==> src/audioIfPkg.sv <==
//--------------------
// host command types
//--------------------
package audioIfPkg;

	// command opcodes as seen on the host side
	typedef enum logic [1:0]
	{
		OpTone,
		OpDuty,
		OpMute
	} toneOpE;

	// one queued tone command, 17 bits
	typedef struct packed
	{
		// what the synthesizer does next period
		toneOpE     op;
		// tone code, drives the phase step
		logic [6:0] note;
		// direct duty, used in OpDuty only
		logic [7:0] duty;
	} toneCmdT;

	// host side credit counter
	// wide enough for any practical queue depth
	typedef logic [7:0] creditCntT;

endpackage

==> src/audioSynthPkg.sv <==
//--------------------
// synthesis math
//--------------------
package audioSynthPkg;

	// fraction bits below the table index
	localparam int PhaseFracBits = 8;

	// phase step width, 1/256 index units
	localparam int StepWidth = 15;

	// step rule: note code plus one, in fraction units
	// note 0 still moves the phase
	function automatic logic [StepWidth-1:0] phaseStep(input logic [6:0] note);
		return StepWidth'(note) + StepWidth'(1);
	endfunction

	// one sine sample, offset to unsigned full scale
	// index runs over one period of 2**sampleWidth points
	function automatic int unsigned sineSample(
		input int unsigned index,
		input int          sampleWidth
	);
		real pi;
		real depth;
		real half;
		real angle;
		pi    = 3.14159265358979;
		depth = real'(1 << sampleWidth);
		// midpoint of the unsigned range
		half  = (real'((1 << sampleWidth) - 1)) / 2.0;
		angle = 2.0 * pi * real'(index) / depth;
		// int cast rounds to nearest
		return int'(half + half * $sin(angle));
	endfunction

endpackage

==> src/toneCmdQueue.sv <==
//--------------------
// tone command queue
//--------------------
`timescale 1ns/1ps

module toneCmdQueue
	import audioIfPkg::*;
#(
	parameter int QueueDepth = 4
)(
	input  logic    audioClk,
	input  logic    rstN,
	input  toneCmdT cmd,
	input  logic    cmdValid,
	input  logic    periodEnd,
	output toneCmdT head,
	output logic    notEmpty,
	output logic    credit
);

	localparam int PtrWidth = (QueueDepth > 1) ? $clog2(QueueDepth) : 1;
	localparam int CntWidth = $clog2(QueueDepth + 1);

	// circular storage
	toneCmdT             slots [QueueDepth];
	logic [PtrWidth-1:0] wrPtr;
	logic [PtrWidth-1:0] rdPtr;
	logic [CntWidth-1:0] count;
	logic                pop;

	// wrap at depth, also for non power of two
	function automatic logic [PtrWidth-1:0] nextPtr(input logic [PtrWidth-1:0] ptr);
		if (ptr == PtrWidth'(QueueDepth - 1))
			return '0;
		return ptr + 1'b1;
	endfunction

	//--------------------
	// status and pop
	//--------------------
	assign notEmpty = (count != '0);
	// one entry per PWM period at most
	assign pop      = periodEnd & notEmpty;
	// head is always the oldest entry
	assign head     = slots[rdPtr];

	//--------------------
	// storage write
	//--------------------
	// host owns the credits, so no full check here
	always_ff @(posedge audioClk)
	begin
		if (cmdValid)
			slots[wrPtr] <= cmd;
	end

	//--------------------
	// pointers, count, credit
	//--------------------
	always_ff @(posedge audioClk or negedge rstN)
	begin
		if (!rstN)
		begin
			wrPtr  <= '0;
			rdPtr  <= '0;
			count  <= '0;
			credit <= 1'b0;
		end
		else
		begin
			// freed slot returns its credit one cycle after pop
			credit <= pop;
			if (cmdValid)
				wrPtr <= nextPtr(wrPtr);
			if (pop)
				rdPtr <= nextPtr(rdPtr);
			// push and pop together leave count alone
			case ({cmdValid, pop})
				2'b10:   count <= count + 1'b1;
				2'b01:   count <= count - 1'b1;
				default: count <= count;
			endcase
		end
	end

endmodule

==> src/audioToneIndex.sv <==
//--------------------
// phase accumulator
//--------------------
`timescale 1ns/1ps

module audioToneIndex
	import audioSynthPkg::*;
#(
	parameter int SampleWidth = 8
)(
	input  logic                   audioClk,
	input  logic                   rstN,
	input  logic [6:0]             note,
	input  logic                   toneOn,
	input  logic                   advance,
	output logic [SampleWidth-1:0] index
);

	// integer part is the table index
	localparam int PhaseWidth = SampleWidth + PhaseFracBits;

	logic [PhaseWidth-1:0] phase;
	logic [PhaseWidth-1:0] step;

	// step from the active note
	// truncation only matters for very small tables
	assign step = PhaseWidth'(phaseStep(note));

	//--------------------
	// accumulate
	//--------------------
	always_ff @(posedge audioClk or negedge rstN)
	begin
		if (!rstN)
		begin
			phase <= '0;
		end
		else if (!toneOn)
		begin
			// mute or direct duty restarts the wave
			phase <= '0;
		end
		else if (advance)
		begin
			// wraps naturally over one wave period
			phase <= phase + step;
		end
	end

	// drop the fraction bits
	assign index = phase[PhaseWidth-1 -: SampleWidth];

endmodule

==> src/waveTableRom.sv <==
//--------------------
// sine wave table
//--------------------
`timescale 1ns/1ps

module waveTableRom
	import audioSynthPkg::*;
#(
	parameter int SampleWidth = 8
)(
	input  logic                   audioClk,
	input  logic [SampleWidth-1:0] index,
	output logic [SampleWidth-1:0] wave
);

	// one full sine period
	localparam int TableDepth = 1 << SampleWidth;

	logic [SampleWidth-1:0] sineTable [TableDepth];

	// filled at elaboration from the package function
	initial
	begin
		for (int i = 0; i < TableDepth; i++)
			sineTable[i] = SampleWidth'(sineSample(i, SampleWidth));
	end

	// registered read, one cycle lag
	always_ff @(posedge audioClk)
	begin
		wave <= sineTable[index];
	end

endmodule

==> src/dutyGenerator.sv <==
//--------------------
// PWM generator
//--------------------
`timescale 1ns/1ps

module dutyGenerator #(
	parameter int SampleWidth = 8
)(
	input  logic                   audioClk,
	input  logic                   rstN,
	input  logic [SampleWidth-1:0] duty,
	output logic                   pwm,
	output logic                   periodEnd
);

	// free running, 2**SampleWidth clocks per period
	logic [SampleWidth-1:0] periodCnt;
	// duty held for a whole period
	logic [SampleWidth-1:0] dutyReg;

	//--------------------
	// period counter
	//--------------------
	always_ff @(posedge audioClk or negedge rstN)
	begin
		if (!rstN)
			periodCnt <= '0;
		else
			periodCnt <= periodCnt + 1'b1;
	end

	// last cycle of the period
	assign periodEnd = (periodCnt == '1);

	//--------------------
	// duty latch
	//--------------------
	// cleared so the first period stays low
	always_ff @(posedge audioClk or negedge rstN)
	begin
		if (!rstN)
			dutyReg <= '0;
		else if (periodEnd)
			dutyReg <= duty;
	end

	// high count per period equals dutyReg
	// full scale gives one low cycle
	assign pwm = (periodCnt < dutyReg);

endmodule

==> src/audioTxUnit.sv <==
//--------------------
// audio tone synth top
//--------------------
`timescale 1ns/1ps

module audioTxUnit
	import audioIfPkg::*;
#(
	parameter int SampleWidth = 8,
	parameter int QueueDepth  = 4
)(
	input  logic    audioClk,
	input  logic    rstN,
	input  toneCmdT cmd,
	input  logic    cmdValid,
	output logic    credit,
	output logic    pwm
);

	toneCmdT                head;
	toneCmdT                activeCmd;
	logic                   notEmpty;
	logic                   periodEnd;
	logic                   toneOn;
	logic [SampleWidth-1:0] toneIndex;
	logic [SampleWidth-1:0] wave;
	logic [SampleWidth-1:0] dutySel;

	//--------------------
	// command queue
	//--------------------
	toneCmdQueue #(
		.QueueDepth (QueueDepth)
	) cmdQueue0 (
		.audioClk  (audioClk),
		.rstN      (rstN),
		.cmd       (cmd),
		.cmdValid  (cmdValid),
		.periodEnd (periodEnd),
		.head      (head),
		.notEmpty  (notEmpty),
		.credit    (credit)
	);

	// active command, swapped only at period end
	// empty queue keeps the last one
	always_ff @(posedge audioClk or negedge rstN)
	begin
		if (!rstN)
			activeCmd <= '{op: OpMute, note: '0, duty: '0};
		else if (periodEnd && notEmpty)
			activeCmd <= head;
	end

	//--------------------
	// tone path
	//--------------------
	assign toneOn = (activeCmd.op == OpTone);

	// advances with the note that was active this period
	audioToneIndex #(
		.SampleWidth (SampleWidth)
	) toneIndex0 (
		.audioClk (audioClk),
		.rstN     (rstN),
		.note     (activeCmd.note),
		.toneOn   (toneOn),
		.advance  (periodEnd),
		.index    (toneIndex)
	);

	waveTableRom #(
		.SampleWidth (SampleWidth)
	) waveRom0 (
		.audioClk (audioClk),
		.index    (toneIndex),
		.wave     (wave)
	);

	// duty source per opcode
	always_comb
	begin
		case (activeCmd.op)
			OpTone:  dutySel = wave;
			OpDuty:  dutySel = SampleWidth'(activeCmd.duty);
			// mute and unused code
			default: dutySel = '0;
		endcase
	end

	//--------------------
	// PWM output
	//--------------------
	dutyGenerator #(
		.SampleWidth (SampleWidth)
	) dutyGen0 (
		.audioClk  (audioClk),
		.rstN      (rstN),
		.duty      (dutySel),
		.pwm       (pwm),
		.periodEnd (periodEnd)
	);

endmodule

==> config.mk <==
export PLATFORM = sky130hd
export DESIGN_NAME = audioTxUnit
export DESIGN_NICKNAME = d
export VERILOG_FILES = /design/src/audioIfPkg.sv /design/src/audioSynthPkg.sv /design/src/toneCmdQueue.sv /design/src/audioToneIndex.sv /design/src/waveTableRom.sv /design/src/dutyGenerator.sv /design/src/audioTxUnit.sv
export SDC_FILE = /design/constraint.sdc
export NUM_CORES = 1
export LEC_CHECK = 0
export BUFFER_PORTS_ARGS = -buffer_cell sky130_fd_sc_hd__buf_4
export CORE_MARGIN = 10
export CORE_UTILIZATION = 50
export CTS_CLUSTER_SIZE = 30
export DETAILED_ROUTE_END_ITERATION = 6
export HOLD_SLACK_MARGIN = 0.08
export PLACE_DENSITY = 0.71
export SLEW_MARGIN = 10
export SYNTH_ARGS = -nofsm -noshare
export SYNTH_HDL_FRONTEND = slang
export SYNTH_SLANG_ARGS = --single-unit
==> constraint.sdc <==
create_clock -name audioClk -period 2.9 [get_ports audioClk]
set_input_delay 0.435 -clock audioClk [delete_from_list [all_inputs] [get_ports audioClk]]
set_output_delay 0.435 -clock audioClk [all_outputs]
set_load 0.1 [all_outputs]
==> flow_metrics.py, run 1 <==
metrics = {
    "worst_setup_path": {
        "crit_path_max_fanout": 21,
        "worstSetupEndpointType": "flip-flop",
        "r2r-start": "dutyGen0.periodCnt[0]",
        "reg2regPathDepth": 10,
        "start_kind": "flip-flop",
        "path_class": "flip-flop to flip-flop",
        "cp.arrival_ps": 3040,
        "worstPathRequired_ps": 3230,
        "reg2reg_to": "cmdQueue0.count[2]",
        "r2r_slack_ps": 190,
    },
    "die": {
        "start_util_pct": 51.3,
        "die_area_mm2": 0.0211,
        "fp-row-count": 45,
        "dieHeight_um": 145,
        "fp.dieW_um": 145,
        "core_mm2": 0.0153,
        "ios": 22,
    },
    "clock_network": {
        "cts_hold_buffers": 0,
        "path_clk_slew_ps": 60,
        "postCtsSetupBuffers": 0,
        "cts_resized": 0,
        "cts-root-buf": "clkbuf_16",
        "cts_tree": "done",
        "numCtsBuffers": 17,
        "insertion_delay_ps": 420,
        "clock-sinks": 133,
        "htree_levels": 4,
        "clockBufferDepth": 2,
    },
    "grt": {
        "grt_use_total_pct": 18.0,
        "grt_pass1_wl_um": 31300,
        "grt_pass1_vias": 5797,
        "overflow": 0,
        "grt_antenna_before_repair": 0,
        "grt_max_degree": 58,
    },
    "sta": {
        "finClkSkew_ps": 9.28,
        "period_share_pct": 93.5,
        "setup_viol": 0,
        "final.min_clock_period_ps": 2710,
        "worstMarginPinSlew_ps": 896,
        "fin_tns_setup_ps": 0,
        "hold_violations": 0,
        "slew_headroom_pct": 40.3,
        "clock.fmax_mhz": 369,
        "rsz0062_at_grt": "false",
        "hold_slack_ps": 78.6,
        "drv_slew": 0,
    },
    "synth": {
        "synth-seq-cells": 133,
        "ys_types": 76,
        "synthFlopType": "edfxtp_1",
        "syn_nets": 769,
        "syn-instance-count": 707,
        "syn_area_mm2": 0.00783,
        "yosysSeqAreaShare_pct": 46.3,
        "synth_edf_count": 68,
        "avgSynthCellArea_um2": 11.1,
        "async_flop_share_pct": 42.9,
        "ys_warn_count": 0,
    },
    "final_layout": {
        "nFillCells": 1227,
        "finish.utilization_pct": 57.8,
        "seqCellArea_mm2": 0.00363,
        "final_common_cell": "edfxtp_1",
        "layout_common_cells": "68 x edfxtp_1, 55 x dfrtp_1, 52 x buf_4",
        "area_growth_pct": 12.7,
        "num_antenna_cells": 0,
        "fin_nets": 792,
        "fin_cells": 954,
        "multi_input_area_mm2": 0.00383,
        "drive_above_1_share_pct": 18.7,
    },
    "power_and_ir_drop": {
        "finalPower_w": 0.00456,
        "vdd_ir_drop_max_v": 0.000505,
        "power_frac_clock_pct": 43.7,
        "p_sw_w": 0.00103,
        "p_leak_nw": 3.45,
        "power.internal_w": 0.00353,
        "p_per_area_mw_per_mm2": 517,
        "pwr-share-seq_pct": 49.6,
        "p_comb_share_pct": 6.7,
        "swShare_pct": 22.7,
    },
    "routing": {
        "drt-initial-drc-count": 548,
        "drt-pass1-iter-count": 7,
        "antenna_left": 0,
        "num_vias": 5866,
        "drc": 1,
        "avgRoutedWirePerCell_um": 19.9,
        "wl_um": 19000,
        "viasPerCell": 6.15,
    },
    "placed_design": {
        "post-dp-hpwl_um": 13300,
        "gp_congestion": 1.01,
        "portBuffers": 21,
        "placed_cells": 922,
    },
    "run_status": {
        "status": "finished, violations left",
        "violations": "DRC",
    },
    "job": {
        "cap_violations": 0,
    },
    "min_path": {
        "hold_class": "primary input to async pin",
    },
}
==> routing by layer <==
layer	GRT usage [%]	share of wire [%]	up-vias
met5	0	0	-
met4	5.81	1.9	0
met3	3.82	7.6	42
met2	28.8	48	292
met1	23.9	43	2837
li1	-	-	2695
==> critical path, cell delays in order (launching register included) <==
cell and delay [ps]:
dfrtp_1 410, ha_1 290, nand3_4 130, or3_4 530, nor2_4 150, ha_1 190, inv_1 60, fa_1 380
xor2_1 160, nor2_1 140, xor2_1 180
==> per-stage QoR <==
stage / setup slack [ps] / area [µm²]
6_report: 189 / 8820
3_5_place_dp: 201 / 8270
4_1_cts: 191 / 8820
5_1_grt: 70.3 / 8820
2_1_floorplan: 322 / 7850
3_3_place_gp: 382 / 8270
==> worst max-delay path by stage <==
stage,from,to,cells after the start
after floorplan,dutyGen0.periodCnt[4],pwm,5
after global placement,dutyGen0.periodCnt[0],cmdQueue0.count[2],10
after detailed placement,dutyGen0.periodCnt[0],cmdQueue0.count[2],10
after CTS,dutyGen0.periodCnt[0],cmdQueue0.count[2],10
after global routing,dutyGen0.periodCnt[0],cmdQueue0.count[2],10
final,dutyGen0.periodCnt[0],cmdQueue0.count[2],10
==> synthesized netlist by cell type, drive strengths merged (18+ instances only) <==
cell    count  area share (%)
inv        31             1.5
nand2      46             2.2
nor2       35             1.8
edfxtp     68              26
mux2       21             3.0
nor2b      18             1.4
nand3      18             1.3
nand2b     20             1.6
buf        34             2.7
o21ai      43             3.0
ha         40             6.4
dfrtp      56              18
a21oi      36             2.3
==> power by group through the flow <==
stage	Combinational (W)	Clock (W)	Sequential [W]
after floorplan	0.000191	0	0.00227
after global placement	0.000295	0	0.00228
after detailed placement	0.000316	0	0.00230
after CTS	0.000317	0.00202	0.00226
after global routing	0.000349	0.00211	0.00228
final	0.000304	0.00200	0.00226
==> state kept, by name, summed over array words and instances, names as in the netlist <==
signal and cells:
cmdQueue0.wrPtr 2, cmdQueue0.count 3, activeCmd 17, waveRom0.wave 8
dutyGen0.periodCnt 8, cmdQueue0.slots 68, cmdQueue0.credit 1, cmdQueue0.rdPtr 2
dutyGen0.dutyReg 8, toneIndex0.phase 16
==> kinds of logic after synthesis <==
logic type | share of synthesized area, %
buffers and inverters | 4.95
AO/OA/AOI/OAI | 15.7
adder cells (fa/ha/maj) | 6.90
multiplexers | 10.1
AND/OR/NAND/NOR | 13.3
XOR/XNOR | 2.68
flip-flops | 46.3
==> layout make-up <==
cell class / count / area share, %
sequential: 133 / 41.2
inverter: 31 / 1.32
clock inverter: 8 / 0.865
tap: 211 / 2.99
multi-input combinational: 493 / 43.4
clock buffer: 24 / 5.35
timing repair buffer: 54 / 4.88
No activity file was read; power rests on OpenSTA's default activity.
==> run 2, diff against run 1 <==
Settings changed: CORE_UTILIZATION 50 to 55, PLACE_DENSITY 0.71 to 0.77.
==> flow_metrics.py, run 2 (synthesized netlist as in run 1, its figures left out) <==
metrics = {
    "grt": {
        "grt_antenna_before_repair": 1,
        "grt_max_degree": 58,
        "overflow": 0,
        "grt_use_total_pct": 19.9,
        "grt_pass1_wl_um": 31600,
        "grt_pass1_vias": 5849,
    },
    "job": {
        "cap_violations": 0,
    },
    "worst_setup_path": {
        "start_kind": "flip-flop",
        "crit_path_max_fanout": 7,
        "worstSetupEndpointType": "flip-flop",
        "path_class": "flip-flop to flip-flop",
        "cp.arrival_ps": 2960,
        "worstPathRequired_ps": 3260,
    },
    "clock_network": {
        "cts-root-buf": "clkbuf_16",
        "postCtsSetupBuffers": 0,
        "htree_levels": 4,
        "path_clk_slew_ps": 60,
        "clockBufferDepth": 2,
        "cts_hold_buffers": 0,
        "insertion_delay_ps": 420,
        "cts_tree": "done",
        "cts_resized": 0,
        "clock-sinks": 133,
        "numCtsBuffers": 17,
    },
    "sta": {
        "worstMarginPinSlew_ps": 909,
        "period_share_pct": 89.5,
        "hold_violations": 0,
        "fin_tns_setup_ps": 0,
        "slew_headroom_pct": 39.4,
        "drv_slew": 0,
        "finClkSkew_ps": 10.5,
        "setup_viol": 0,
        "rsz0062_at_grt": "false",
        "clock.fmax_mhz": 385,
        "fin_ws_ps": 304,
        "hold_slack_ps": 67.0,
        "final.min_clock_period_ps": 2600,
    },
    "final_layout": {
        "seqCellArea_mm2": 0.00363,
        "area_growth_pct": 11.3,
        "num_antenna_cells": 0,
        "fin_area_mm2": 0.00872,
        "layout_common_cells": "68 x edfxtp_1, 55 x dfrtp_1, 46 x nand2_1",
        "drive_above_1_share_pct": 18.0,
        "largest_reg_flops": 68,
        "reg.largest.list": "cmdQueue0.slots: 68 flops, activeCmd: 17 flops, toneIndex0.phase: 16 flops",
        "nFillCells": 1020,
        "largest-register": "cmdQueue0.slots",
        "final_common_cell": "edfxtp_1",
        "fin_nets": 784,
        "multi_input_area_mm2": 0.00383,
    },
    "run_status": {
        "status": "finished, final reports clean",
    },
    "placed_design": {
        "dpl_cell_area_mm2": 0.00818,
        "post-dp-hpwl_um": 13300,
        "gp_congestion": 0.971,
        "portBuffers": 21,
        "place_ws_ps": 353,
    },
    "power_and_ir_drop": {
        "p_per_area_mw_per_mm2": 523,
        "p_leak_nw": 3.41,
        "vdd_ir_drop_max_v": 0.000619,
    },
    "routing": {
        "wl_um": 19200,
        "drt-pass1-iter-count": 5,
        "antenna_left": 0,
        "num_vias": 5894,
        "drt-initial-drc-count": 677,
        "drc": 0,
        "viasPerCell": 6.44,
        "avgRoutedWirePerCell_um": 21.0,
    },
    "die": {
        "dieHeight_um": 139,
        "fp.dieW_um": 139,
        "ios": 22,
        "start_util_pct": 56.2,
        "core_mm2": 0.0139,
        "fp-row-count": 43,
        "die_area_mm2": 0.0194,
    },
    "min_path": {
        "hold_class": "primary input to async pin",
    },
}
-- run 2: critical path, cell delays in order (launching register included) --
cell and delay, ps:
dfrtp_1 450, inv_1 90, buf_4 190, ha_1 360
mux2_2 340, a21oi_1 290, and3_1 220, a2111oi_0 70
nor4_1 330, buf_4 200
-- run 2: final timing paths --
path / from / endpoint / slack, ps / depth (start not counted)
min in group audioClk: cmd[12] / cmdQueue0.slots[1][12] / 210 / 1
max: toneIndex0.phase[9] / waveRom0.wave[0] / 300 / 9
max in group asynchronous: rstN / cmdQueue0.rdPtr[0] / 2290 / 1
max reg2reg: toneIndex0.phase[9] / waveRom0.wave[0] / 300 / 9
min reg2reg: cmdQueue0.count[2] / cmdQueue0.count[2] / 490 / 1
min: rstN / dutyGen0.periodCnt[4] / 70 / 1
-- run 2: final cells by class --
cell class	count	area share (%)
multi-input cells	493	44.0
flip-flops and latches	133	41.6
clock buffers	20	5.01
repair buffers	46	4.25
well taps	180	2.58
inverters	31	1.33
clock inverters	12	1.22
-- run 2: through the flow --
step	total power, W	util (%)	std cells
2_1_floorplan	0.00246	-	707
3_3_place_gp	0.00257	58.7	883
3_5_place_dp	0.00261	58.7	883
4_1_cts	0.00459	62.6	915
5_1_grt	0.00472	62.6	915
6_report	0.00456	62.6	915
-- run 2: routing by layer --
metal	global-route usage, %	wire length (µm)	part of all wire (%)
met1	26.4	8280	43
met2	30.4	8960	47
met3	5.24	1560	8.1
met4	7.41	423	2.2
met5	0	18	0.094
-- run 2: power breakdown --
part           internal, W  switching, W
registers          0.00220     0.0000694
logic             0.000114      0.000205
clock network      0.00118      0.000798
